==> src/verilog/mrd_pkg.sv <==
// DFT processor shared widths, length limits and twiddle scaling
`default_nettype none

package mrd_pkg;

	// ##################################################
	// Frame length
	// ##################################################

	// Width of the dftpts field on both streams
	localparam int pts_w = 12;

	// Supported lengths run from min_pts to max_pts
	localparam int min_pts = 2;
	localparam int max_pts = 5;

	// Sample index inside one frame bank
	localparam int addr_w = 3;

	// ##################################################
	// Arithmetic
	// ##################################################

	// Twiddle values are signed Q1.15, so +1.0 is 32768 and needs 17 bits
	localparam int twdl_w    = 17;
	localparam int twdl_frac = 15;

	// Sum of up to five complex products of 18 by 17 bits, with headroom
	localparam int acc_w = 40;

endpackage

`default_nettype wire

==> src/verilog/mrd_frame_bank.sv <==
// Frame bank holding one complex frame with its length and direction
`timescale 1ns/1ps
`default_nettype none

module mrd_frame_bank
	import mrd_pkg::*;
#(
	parameter int data_w = 18
)
(
	input  wire               clk,
	input  wire               rst,
	input  wire               wr_en,
	input  wire               sop,
	input  wire               eop,
	input  wire  [data_w-1:0] wr_real,
	input  wire  [data_w-1:0] wr_imag,
	input  wire  [pts_w-1:0]  pts_in,
	input  wire               inv_in,
	input  wire  [addr_w-1:0] rd_addr,
	input  wire               release_en, // Engine has drained this frame
	output logic              full,
	output logic [pts_w-1:0]  frame_pts,
	output logic              frame_inv,
	output logic [data_w-1:0] rd_real,
	output logic [data_w-1:0] rd_imag
);

	logic [data_w-1:0] mem_real [max_pts];
	logic [data_w-1:0] mem_imag [max_pts];
	logic [addr_w-1:0] wr_ptr;
	logic [addr_w-1:0] wr_addr;
	logic [pts_w-1:0]  pts_eff;

	assign wr_addr = sop ? '0 : wr_ptr; // sop restarts the frame
	assign pts_eff = sop ? pts_in : frame_pts;

	always_ff @(posedge clk)
	begin
		if (rst)
		begin
			wr_ptr <= '0;
			full   <= 1'b0;
		end
		else
		begin
			if (wr_en)
				wr_ptr <= wr_addr + 1'b1;
			if (wr_en && eop)
				full <= 1'b1;
			else if (release_en)
				full <= 1'b0;
		end
	end

	always_ff @(posedge clk)
	begin
		if (wr_en)
		begin
			mem_real[wr_addr] <= wr_real;
			mem_imag[wr_addr] <= wr_imag;
		end
		if (wr_en && sop)
		begin
			frame_pts <= pts_in;
			frame_inv <= inv_in;
		end
		rd_real <= mem_real[rd_addr]; // One cycle read latency
		rd_imag <= mem_imag[rd_addr];
	end

	// Frame must end where its sop said, and a full bank is never overwritten
	a_eop_pos: assert property (@(posedge clk) disable iff (rst)
		wr_en && eop |-> {{(pts_w-addr_w){1'b0}}, wr_addr} == pts_eff - 1'b1);
	a_no_overwrite: assert property (@(posedge clk) disable iff (rst)
		wr_en |-> !full);

endmodule

`default_nettype wire

==> src/verilog/mrd_twiddle_rom.sv <==
// Twiddle ROM giving cos and sin of 2*pi*expo/pts for lengths 2 to 5
`timescale 1ns/1ps
`default_nettype none

module mrd_twiddle_rom
	import mrd_pkg::*;
(
	input  wire         [pts_w-1:0]  pts,
	input  wire         [addr_w-1:0] expo,
	output logic signed [twdl_w-1:0] cos_val,
	output logic signed [twdl_w-1:0] sin_val
);

	// ##################################################
	// Tables, one block of N entries per length
	// ##################################################

	localparam int tab_len = 14;

	// Offsets 0 for N=2, 2 for N=3, 5 for N=4, 9 for N=5
	localparam logic signed [twdl_w-1:0] cos_tab [tab_len] = '{
		17'sd32768, -17'sd32768,                           // N = 2
		17'sd32768, -17'sd16384, -17'sd16384,              // N = 3
		17'sd32768, 17'sd0, -17'sd32768, 17'sd0,           // N = 4
		17'sd32768, 17'sd10126, -17'sd26510, -17'sd26510,
		17'sd10126                                         // N = 5
	};

	localparam logic signed [twdl_w-1:0] sin_tab [tab_len] = '{
		17'sd0, 17'sd0,
		17'sd0, 17'sd28378, -17'sd28378,
		17'sd0, 17'sd32768, 17'sd0, -17'sd32768,
		17'sd0, 17'sd31164, 17'sd19261, -17'sd19261,
		-17'sd31164
	};

	logic [3:0] base;
	logic [3:0] idx;

	always_comb
	begin
		case (pts)
			pts_w'(2): base = 4'd0;
			pts_w'(3): base = 4'd2;
			pts_w'(4): base = 4'd5;
			pts_w'(5): base = 4'd9;
			default:   base = 4'd0;
		endcase
	end

	assign idx     = base + {1'b0, expo};
	assign cos_val = cos_tab[idx];
	assign sin_val = sin_tab[idx];

endmodule

`default_nettype wire

==> src/verilog/mrd_dft_engine.sv <==
// Direct DFT engine with complex multiply-accumulate and stalling source output
`timescale 1ns/1ps
`default_nettype none

module mrd_dft_engine
	import mrd_pkg::*;
#(
	parameter int data_w = 18
)
(
	input  wire               clk,
	input  wire               rst,
	input  wire               start,
	input  wire               bank_sel,
	input  wire  [pts_w-1:0]  pts,
	input  wire               inv,
	input  wire  [data_w-1:0] rd_real_0,
	input  wire  [data_w-1:0] rd_imag_0,
	input  wire  [data_w-1:0] rd_real_1,
	input  wire  [data_w-1:0] rd_imag_1,
	input  wire               source_ready,
	output logic [addr_w-1:0] rd_addr,
	output logic              done,
	output logic              source_valid,
	output logic              source_sop,
	output logic              source_eop,
	output logic [data_w-1:0] source_real,
	output logic [data_w-1:0] source_imag,
	output logic [pts_w-1:0]  dftpts_out
);

	localparam logic signed [acc_w-1:0] sat_hi = {{(acc_w-data_w+1){1'b0}}, {(data_w-1){1'b1}}};
	localparam logic signed [acc_w-1:0] sat_lo = {{(acc_w-data_w+1){1'b1}}, {(data_w-1){1'b0}}};

	typedef enum logic [2:0] {st_idle, st_read, st_flush1, st_flush2, st_out} state_t;

	state_t                    state;
	logic                      cur_sel;
	logic                      cur_inv;
	logic        [pts_w-1:0]   cur_pts;
	logic        [addr_w-1:0]  n;
	logic        [addr_w-1:0]  k;
	logic        [addr_w-1:0]  expo;
	logic        [addr_w-1:0]  expo_d;
	logic        [addr_w-1:0]  last_idx;
	logic        [addr_w:0]    expo_sum;
	logic        [addr_w-1:0]  expo_nxt;
	logic                      v1, v2, first1, first2;
	logic signed [twdl_w-1:0]  cos_val, sin_val;
	logic signed [acc_w-1:0]   a_ext, b_ext, c_ext, s_ext;
	logic signed [acc_w-1:0]   prod_re, prod_im, acc_re, acc_im, sum_re, sum_im;

	function automatic logic [data_w-1:0] sat(input logic signed [acc_w-1:0] v);
		if (v > sat_hi)
			sat = sat_hi[data_w-1:0];
		else if (v < sat_lo)
			sat = sat_lo[data_w-1:0];
		else
			sat = v[data_w-1:0];
	endfunction

	assign rd_addr  = n;
	assign last_idx = cur_pts[addr_w-1:0] - 1'b1;

	// Exponent n*k mod N, stepped by k each read
	assign expo_sum = {1'b0, expo} + {1'b0, k};
	assign expo_nxt = (expo_sum >= {1'b0, cur_pts[addr_w-1:0]}) ?
		expo_sum[addr_w-1:0] - cur_pts[addr_w-1:0] : expo_sum[addr_w-1:0];

	mrd_twiddle_rom i_twiddle_rom (
		.pts     (cur_pts),
		.expo    (expo_d),
		.cos_val (cos_val),
		.sin_val (sin_val)
	);

	// ##################################################
	// Multiply-accumulate pipeline
	// ##################################################

	assign a_ext = acc_w'($signed(cur_sel ? rd_real_1 : rd_real_0));
	assign b_ext = acc_w'($signed(cur_sel ? rd_imag_1 : rd_imag_0));
	assign c_ext = acc_w'(cos_val);
	assign s_ext = cur_inv ? acc_w'(sin_val) : -acc_w'(sin_val); // Conjugate for forward

	assign sum_re = (first2 ? '0 : acc_re) + prod_re;
	assign sum_im = (first2 ? '0 : acc_im) + prod_im;

	always_ff @(posedge clk)
	begin
		if (rst)
		begin
			v1 <= 1'b0;
			v2 <= 1'b0;
		end
		else
		begin
			v1 <= (state == st_read);
			v2 <= v1;
		end
	end

	always_ff @(posedge clk)
	begin
		first1 <= (n == '0);
		first2 <= first1;
		if (v1)
		begin
			prod_re <= a_ext * c_ext - b_ext * s_ext;
			prod_im <= a_ext * s_ext + b_ext * c_ext;
		end
		if (v2)
		begin
			acc_re <= sum_re;
			acc_im <= sum_im;
		end
		if (state == st_flush2) // Last product lands now
		begin
			source_real <= sat(sum_re >>> twdl_frac);
			source_imag <= sat(sum_im >>> twdl_frac);
			source_sop  <= (k == '0);
			source_eop  <= (k == last_idx);
			dftpts_out  <= cur_pts;
		end
	end

	// ##################################################
	// Sequencing over n and k
	// ##################################################

	always_ff @(posedge clk)
	begin
		if (rst)
		begin
			state        <= st_idle;
			cur_sel      <= 1'b0;
			cur_inv      <= 1'b0;
			cur_pts      <= pts_w'(2); // Smallest supported length
			n            <= '0;
			k            <= '0;
			expo         <= '0;
			expo_d       <= '0;
			source_valid <= 1'b0;
			done         <= 1'b0;
		end
		else
		begin
			done   <= 1'b0;
			expo_d <= expo;
			case (state)
				st_idle:
					if (start)
					begin
						cur_sel <= bank_sel;
						cur_pts <= pts;
						cur_inv <= inv;
						n       <= '0;
						k       <= '0;
						expo    <= '0;
						expo_d  <= '0;
						state   <= st_read;
					end
				st_read:
				begin
					n    <= n + 1'b1;
					expo <= expo_nxt;
					if (n == last_idx)
						state <= st_flush1;
				end
				st_flush1:
					state <= st_flush2;
				st_flush2:
				begin
					source_valid <= 1'b1;
					state        <= st_out;
				end
				st_out:
					if (source_ready)
					begin
						source_valid <= 1'b0;
						if (k == last_idx)
						begin
							done  <= 1'b1;
							state <= st_idle;
						end
						else
						begin
							k     <= k + 1'b1;
							n     <= '0;
							expo  <= '0;
							state <= st_read;
						end
					end
				default:
					state <= st_idle;
			endcase
		end
	end

	// Twiddle lookups stay inside the table block of a supported length
	a_twdl_range: assert property (@(posedge clk) disable iff (rst)
		cur_pts >= pts_w'(min_pts) && cur_pts <= pts_w'(max_pts)
			&& {{(pts_w-addr_w){1'b0}}, expo_d} < cur_pts);

	a_hold: assert property (@(posedge clk) disable iff (rst)
		source_valid && !source_ready |=>
			source_valid && $stable(source_real) && $stable(source_imag));

endmodule

`default_nettype wire

==> src/verilog/mrd_ctrl_fsm.sv <==
// Ping-pong control for the frame banks and the DFT engine
`timescale 1ns/1ps
`default_nettype none

module mrd_ctrl_fsm
	import mrd_pkg::*;
(
	input  wire              clk,
	input  wire              rst,
	input  wire              sink_valid,
	input  wire              full_0,
	input  wire              full_1,
	input  wire              done,
	input  wire  [pts_w-1:0] pts_0,
	input  wire  [pts_w-1:0] pts_1,
	input  wire              inv_0,
	input  wire              inv_1,
	output logic             sink_ready,
	output logic             wr_en_0,
	output logic             wr_en_1,
	output logic             release_0,
	output logic             release_1,
	output logic             start,
	output logic             bank_sel,   // Bank owned by the engine
	output logic [pts_w-1:0] eng_pts,
	output logic             eng_inv
);

	logic ready_en;
	logic fill_sel;  // Bank that is filling, or filled last
	logic proc_sel;  // Next bank for the engine
	logic eng_busy;
	logic fill_full;
	logic other_full;
	logic fill_bank;
	logic proc_full;

	// ##################################################
	// Sink side
	// ##################################################

	assign fill_full  = fill_sel ? full_1 : full_0;
	assign other_full = fill_sel ? full_0 : full_1;

	// Move on as soon as the current bank is full and the other one is free
	assign fill_bank = (fill_full && !other_full) ? ~fill_sel : fill_sel;

	assign sink_ready = ready_en && !(fill_bank ? full_1 : full_0);
	assign wr_en_0    = sink_valid && sink_ready && !fill_bank;
	assign wr_en_1    = sink_valid && sink_ready && fill_bank;

	// ##################################################
	// Engine side
	// ##################################################

	assign proc_full = proc_sel ? full_1 : full_0;
	assign release_0 = done && !bank_sel;
	assign release_1 = done && bank_sel;
	assign eng_pts   = bank_sel ? pts_1 : pts_0;
	assign eng_inv   = bank_sel ? inv_1 : inv_0;

	always_ff @(posedge clk)
	begin
		if (rst)
		begin
			ready_en <= 1'b0;
			fill_sel <= 1'b0;
			proc_sel <= 1'b0;
			eng_busy <= 1'b0;
			start    <= 1'b0;
			bank_sel <= 1'b0;
		end
		else
		begin
			ready_en <= 1'b1;
			fill_sel <= fill_bank;
			start    <= 1'b0;
			if (done)
				eng_busy <= 1'b0;
			else if (!eng_busy && proc_full)
			begin
				start    <= 1'b1;
				eng_busy <= 1'b1;
				bank_sel <= proc_sel;
				proc_sel <= ~proc_sel; // Frames are processed in fill order
			end
		end
	end

	// The engine only finishes a frame that it was started on
	a_done_busy: assert property (@(posedge clk) disable iff (rst)
		done |-> eng_busy);

endmodule

`default_nettype wire

==> src/verilog/mrd_dft_top.sv <==
// DFT processor top level with two frame banks, control and DFT engine
`timescale 1ns/1ps
`default_nettype none

module mrd_dft_top
	import mrd_pkg::*;
#(
	parameter int data_w = 18
)
(
	input  wire               clk,
	input  wire               rst,

	input  wire               sink_valid,
	output logic              sink_ready,
	input  wire               sink_sop,
	input  wire               sink_eop,
	input  wire  [data_w-1:0] sink_real,
	input  wire  [data_w-1:0] sink_imag,
	input  wire  [pts_w-1:0]  dftpts_in,
	input  wire               inverse,

	output logic              source_valid,
	input  wire               source_ready,
	output logic              source_sop,
	output logic              source_eop,
	output logic [data_w-1:0] source_real,
	output logic [data_w-1:0] source_imag,
	output logic [pts_w-1:0]  dftpts_out
);

	logic              wr_en_0, wr_en_1;
	logic              release_0, release_1;
	logic              full_0, full_1;
	logic [pts_w-1:0]  pts_0, pts_1, eng_pts;
	logic              inv_0, inv_1, eng_inv;
	logic [data_w-1:0] rd_real_0, rd_imag_0, rd_real_1, rd_imag_1;
	logic [addr_w-1:0] rd_addr;
	logic              start, done, bank_sel;

	// ##################################################
	// Frame banks
	// ##################################################

	mrd_frame_bank #(.data_w(data_w)) i_bank_0 (
		.clk        (clk),
		.rst        (rst),
		.wr_en      (wr_en_0),
		.sop        (sink_sop),
		.eop        (sink_eop),
		.wr_real    (sink_real),
		.wr_imag    (sink_imag),
		.pts_in     (dftpts_in),
		.inv_in     (inverse),
		.rd_addr    (rd_addr),
		.release_en (release_0),
		.full       (full_0),
		.frame_pts  (pts_0),
		.frame_inv  (inv_0),
		.rd_real    (rd_real_0),
		.rd_imag    (rd_imag_0)
	);

	mrd_frame_bank #(.data_w(data_w)) i_bank_1 (
		.clk        (clk),
		.rst        (rst),
		.wr_en      (wr_en_1),
		.sop        (sink_sop),
		.eop        (sink_eop),
		.wr_real    (sink_real),
		.wr_imag    (sink_imag),
		.pts_in     (dftpts_in),
		.inv_in     (inverse),
		.rd_addr    (rd_addr),
		.release_en (release_1),
		.full       (full_1),
		.frame_pts  (pts_1),
		.frame_inv  (inv_1),
		.rd_real    (rd_real_1),
		.rd_imag    (rd_imag_1)
	);

	// ##################################################
	// Engine and control
	// ##################################################

	mrd_dft_engine #(.data_w(data_w)) i_engine (
		.clk          (clk),
		.rst          (rst),
		.start        (start),
		.bank_sel     (bank_sel),
		.pts          (eng_pts),
		.inv          (eng_inv),
		.rd_real_0    (rd_real_0),
		.rd_imag_0    (rd_imag_0),
		.rd_real_1    (rd_real_1),
		.rd_imag_1    (rd_imag_1),
		.source_ready (source_ready),
		.rd_addr      (rd_addr),
		.done         (done),
		.source_valid (source_valid),
		.source_sop   (source_sop),
		.source_eop   (source_eop),
		.source_real  (source_real),
		.source_imag  (source_imag),
		.dftpts_out   (dftpts_out)
	);

	mrd_ctrl_fsm i_ctrl (
		.clk        (clk),
		.rst        (rst),
		.sink_valid (sink_valid),
		.full_0     (full_0),
		.full_1     (full_1),
		.done       (done),
		.pts_0      (pts_0),
		.pts_1      (pts_1),
		.inv_0      (inv_0),
		.inv_1      (inv_1),
		.sink_ready (sink_ready),
		.wr_en_0    (wr_en_0),
		.wr_en_1    (wr_en_1),
		.release_0  (release_0),
		.release_1  (release_1),
		.start      (start),
		.bank_sel   (bank_sel),
		.eng_pts    (eng_pts),
		.eng_inv    (eng_inv)
	);

endmodule

`default_nettype wire

==> config.mk <==
export PLATFORM = sky130hd
export DESIGN_NAME = mrd_dft_top
export DESIGN_NICKNAME = d
export VERILOG_FILES = /design/src/verilog/mrd_pkg.sv /design/src/verilog/mrd_frame_bank.sv /design/src/verilog/mrd_twiddle_rom.sv /design/src/verilog/mrd_dft_engine.sv /design/src/verilog/mrd_ctrl_fsm.sv /design/src/verilog/mrd_dft_top.sv
export SDC_FILE = /design/constraint.sdc
export NUM_CORES = 2
export LEC_CHECK = 0
export BUFFER_PORTS_ARGS = -buffer_cell sky130_fd_sc_hd__buf_2
export CAP_MARGIN = 20
export CORE_MARGIN = 5
export CORE_UTILIZATION = 30
export DETAILED_ROUTE_END_ITERATION = 7
export PLACE_DENSITY = 0.55
export SYNTH_ARGS = -nofsm -noshare
export SYNTH_HDL_FRONTEND = slang
export SYNTH_HIERARCHICAL = 1
export SYNTH_SLANG_ARGS = --single-unit
==> constraint.sdc <==
create_clock -name clk -period 32.4 [get_ports clk]
set_input_delay 3.24 -clock clk [delete_from_list [all_inputs] [get_ports clk]]
set_output_delay 3.24 -clock clk [all_outputs]
set_load 0.005 [all_outputs]
==> run summary <==
Setup Buffers After CTS = 0
CP dominant cell by count = fa_1
Vias = 59500
Leakage power = 41.0 nW
Main synth FF type = edfxtp_1
Root Driver = clkbuf_16
F_max = 71.3 MHz
# IOs = 107
WS Path Type = reg2reg
Crit path largest cell delay = 880 ps
Global-route wire length before repair = 383 mm
Final Wtd Congestion = 0.878
Port bufs = 106
TritonCTS Buffers = 81
Clock Sinks = 717
Gr busiest metal = met2
Cell taking the most area after synthesis = fa_1
CP arrival = 14430 ps
H-tree depth = 3
Tot GR Track Use = 0.160
Clock latency at the later pin of the worst-skew pair = 720 ps
Yosys top cell area share = 0.378
Final Hold Fails = 0
DRC = 0
Antenna viol nets, final = 0
Final setup vio count = 0
Antenna violations before repair = 16
Grt total ovfl = 0
Initial Utilization = 0.302
Worst slew pin tran = 1230 ps
Post-synthesis cell type count = 109
Clock Tree Buf Depth = 3
Crit-path slowest cell = a21oi_4
Critical path launch point type = flop
Status = finished clean
Clk slew on worst S/H paths = 60 ps
Worst path bufs/invs = 7
Fraction of registers with async set or reset after synthesis = 0
Post-CTS resize count = 0
P&R area growth vs syn = 8.62%
Rows = 200
Final min period = 14020 ps
Mean Syn Cell Area = 10.4 um^2
Inst Count DP = 12400
Core Region = 297000 um^2
Total wire length = 244 mm
Cells after Synth = 8612
Vias/cell = 4.74
Peak VDD IR = 79.6 uV
Top cells by count, synth = fa_1 (1693), inv_1 (1670), nand2_1 (1026)
Number of fill cells = 30200
Hold WC Path Type = reg2reg
Fin Clk Skew = 61.8 ps
DR iter-0 viols = 3554
Top delay family on crit path = adder cells
Period utilization = 0.433
Slew HR = 0.181
Final nets = 10700
Vias in the first global route = 65000
Non-filler cells, final = 12500
Met1 Usage GRT = 0.200
Syn nets = 10800
Hold buffers post-CTS = 0
Crit path capture type = flop
Register area share after synthesis = 0.226
MaxCap Viol Count = 0
Met3 usage = 0.0243
RSZ-0062 raised after global routing = no
Fin Hold WS = 329 ps
Number of synthesized flops with an enable pin = 596
Area of the mapped netlist = 89700 um^2
Most common cell in the netlist = fa_1
GRT met2 Usage = 0.280
Largest net degree at the start of global routing = 169
Die H = 557 um
Yosys Warn Count = 6
Final HPWL DP = 188 mm
CP Max Fanout = 156
Layout cells sized above 1 = 0.0790
PwrDens = 44.1 nW/um^2
WL/cell = 19.5 um
Die Width = 557 um
Crit path required time = 32810 ps
Drt pass-1 iters = 6
Synth Register Bits = 717
CTS tree = yes
Die footprint = 310000 um^2
Synth top area cells = fa_1 (38%), edfxtp_1 (20%), inv_1 (7.0%)
Fin Setup TNS = 0 ps
Final Max Slew Viols = 0
-- per-stage QoR --
stage          total power, mW   util  instance area, um^2  setup WS, ps
2_1_floorplan             2.72      -                89700         21430
3_3_place_gp              3.34  0.319                94700         18680
3_5_place_dp              3.38  0.319                94700         18540
4_1_cts                   4.32  0.328                97400         18500
5_1_grt                   4.62  0.328                97400         17570
6_report                  4.29  0.328                97500         18380
-- placed cells by master, fill, tap and decap left out, types with 16 or more instances in the layout --
master     netlist  final
a21o_1          80     79
nor3_1          56     56
nor2_1         652    652
clkinv_1         3     18
edfxtp_1       596    596
a21oi_1        190    183
inv_1         1670   1667
a211oi_2        60     60
clkbuf_1       307     19
xnor2_1        221    207
mux2_2          48     47
xor2_1          69     66
ha_1           470    470
o21bai_1        30     30
nand2b_1        31     29
dfxtp_1        121    115
o21ai_1         18     19
o211ai_1        16     16
fa_1          1693   1693
a31oi_1         18     18
o21ai_0         90     89
a211oi_1        42     42
or3_1           17     17
buf_4           31    135
a221oi_2        73     73
nand2_1       1026   1025
buf_2           27    106
nand4_1         16     16
and2_1         313    313
nor2b_1        179    179
nand3_1         52     52
mux2i_1        106     83
o21a_1          36     34
clkbuf_16        0     81
-- final timing paths --
kind | start | endpoint | slack [ps] | depth (start not counted)
worst max-delay path | i_engine/cur_pts[5]$_SDFFE_PP0P_ | i_engine/prod_im[38]$_DFFE_PP_ | 18380 | 38
worst min-delay path | i_engine/first1$_DFF_P_ | i_engine/first2$_DFF_P_ | 330 | 0
worst max register to register | i_engine/cur_pts[5]$_SDFFE_PP0P_ | i_engine/prod_im[38]$_DFFE_PP_ | 18380 | 38
worst min register to register | i_engine/first1$_DFF_P_ | i_engine/first2$_DFF_P_ | 330 | 0
-- metal layers --
| metal | vias up | routed length (um) |
|---|---|---|
| li1 | 26500 | - |
| met1 | 31100 | 99200 |
| met2 | 1580 | 122000 |
| met3 | 380 | 13300 |
| met4 | 8 | 9730 |
| met5 | - | 191 |
-- worst reg2reg max path, delay by kind of cell (launching register included) --
kind,cells,cell delay [ps]
AOI/OAI and AO/OA,9,3270
adders and majority gates,11,4990
DFF,1,320
xor gates and xnor gates,3,1460
and+or+nand+nor,8,2050
buffers and inverters,7,1660
-- layout make-up --
type,instances,area [um^2],share of cell area
Multi-Input combinational cell,5808,61600,0.632
Sequential cell,717,20300,0.209
Inverter,1674,6280,0.0645
Tap cell,3939,4930,0.0506
Clock buffer,101,2120,0.0218
Timing Repair Buffer,246,1610,0.0166
Clock inverter,49,564,0.00579
Antenna cell,11,27.5,0.000282
-- power breakdown --
part,switching [mW],internal (mW),leakage (nW),total (mW)
registers,0.0176,1.11,6.39,1.13
clock network,0.391,0.529,1.30,0.920
logic,1.36,0.881,33.3,2.24
-- kinds of logic (layout without fill, tap and decap cells) --
logic type / count (synthesis) / in the layout / share of synthesized area
other cells: 1 / 12 / 0.0000418
mux: 158 / 158 / 0.0184
simple gates: 2409 / 2409 / 0.121
buf+inv: 2087 / 2070 / 0.0920
xor+xnor: 293 / 293 / 0.0290
fa+ha+maj: 2163 / 2163 / 0.443
flops: 717 / 717 / 0.226
compound gates: 784 / 784 / 0.0697
-- state kept, by name, indices dropped and copies added, names as in the netlist, 12 cells and up --
| signal | flops |
|---|---|
| i_engine/source_imag | 18 |
| i_engine/dftpts_out | 12 |
| i_engine/acc_re | 40 |
| i_bank_1/rd_imag | 18 |
| i_bank_0/rd_real | 18 |
| i_bank_1/frame_pts | 12 |
| i_engine/source_real | 18 |
| i_engine/prod_re | 40 |
| i_bank_1/mem_real | 90 |
| i_bank_0/rd_imag | 18 |
| i_engine/acc_im | 40 |
| i_engine/cur_pts | 12 |
| i_bank_0/mem_real | 90 |
| i_bank_1/mem_imag | 90 |
| i_engine/prod_im | 40 |
| i_bank_0/frame_pts | 12 |
| i_bank_0/mem_imag | 90 |
| i_bank_1/rd_real | 18 |
(Power assumes the default switching activity.)
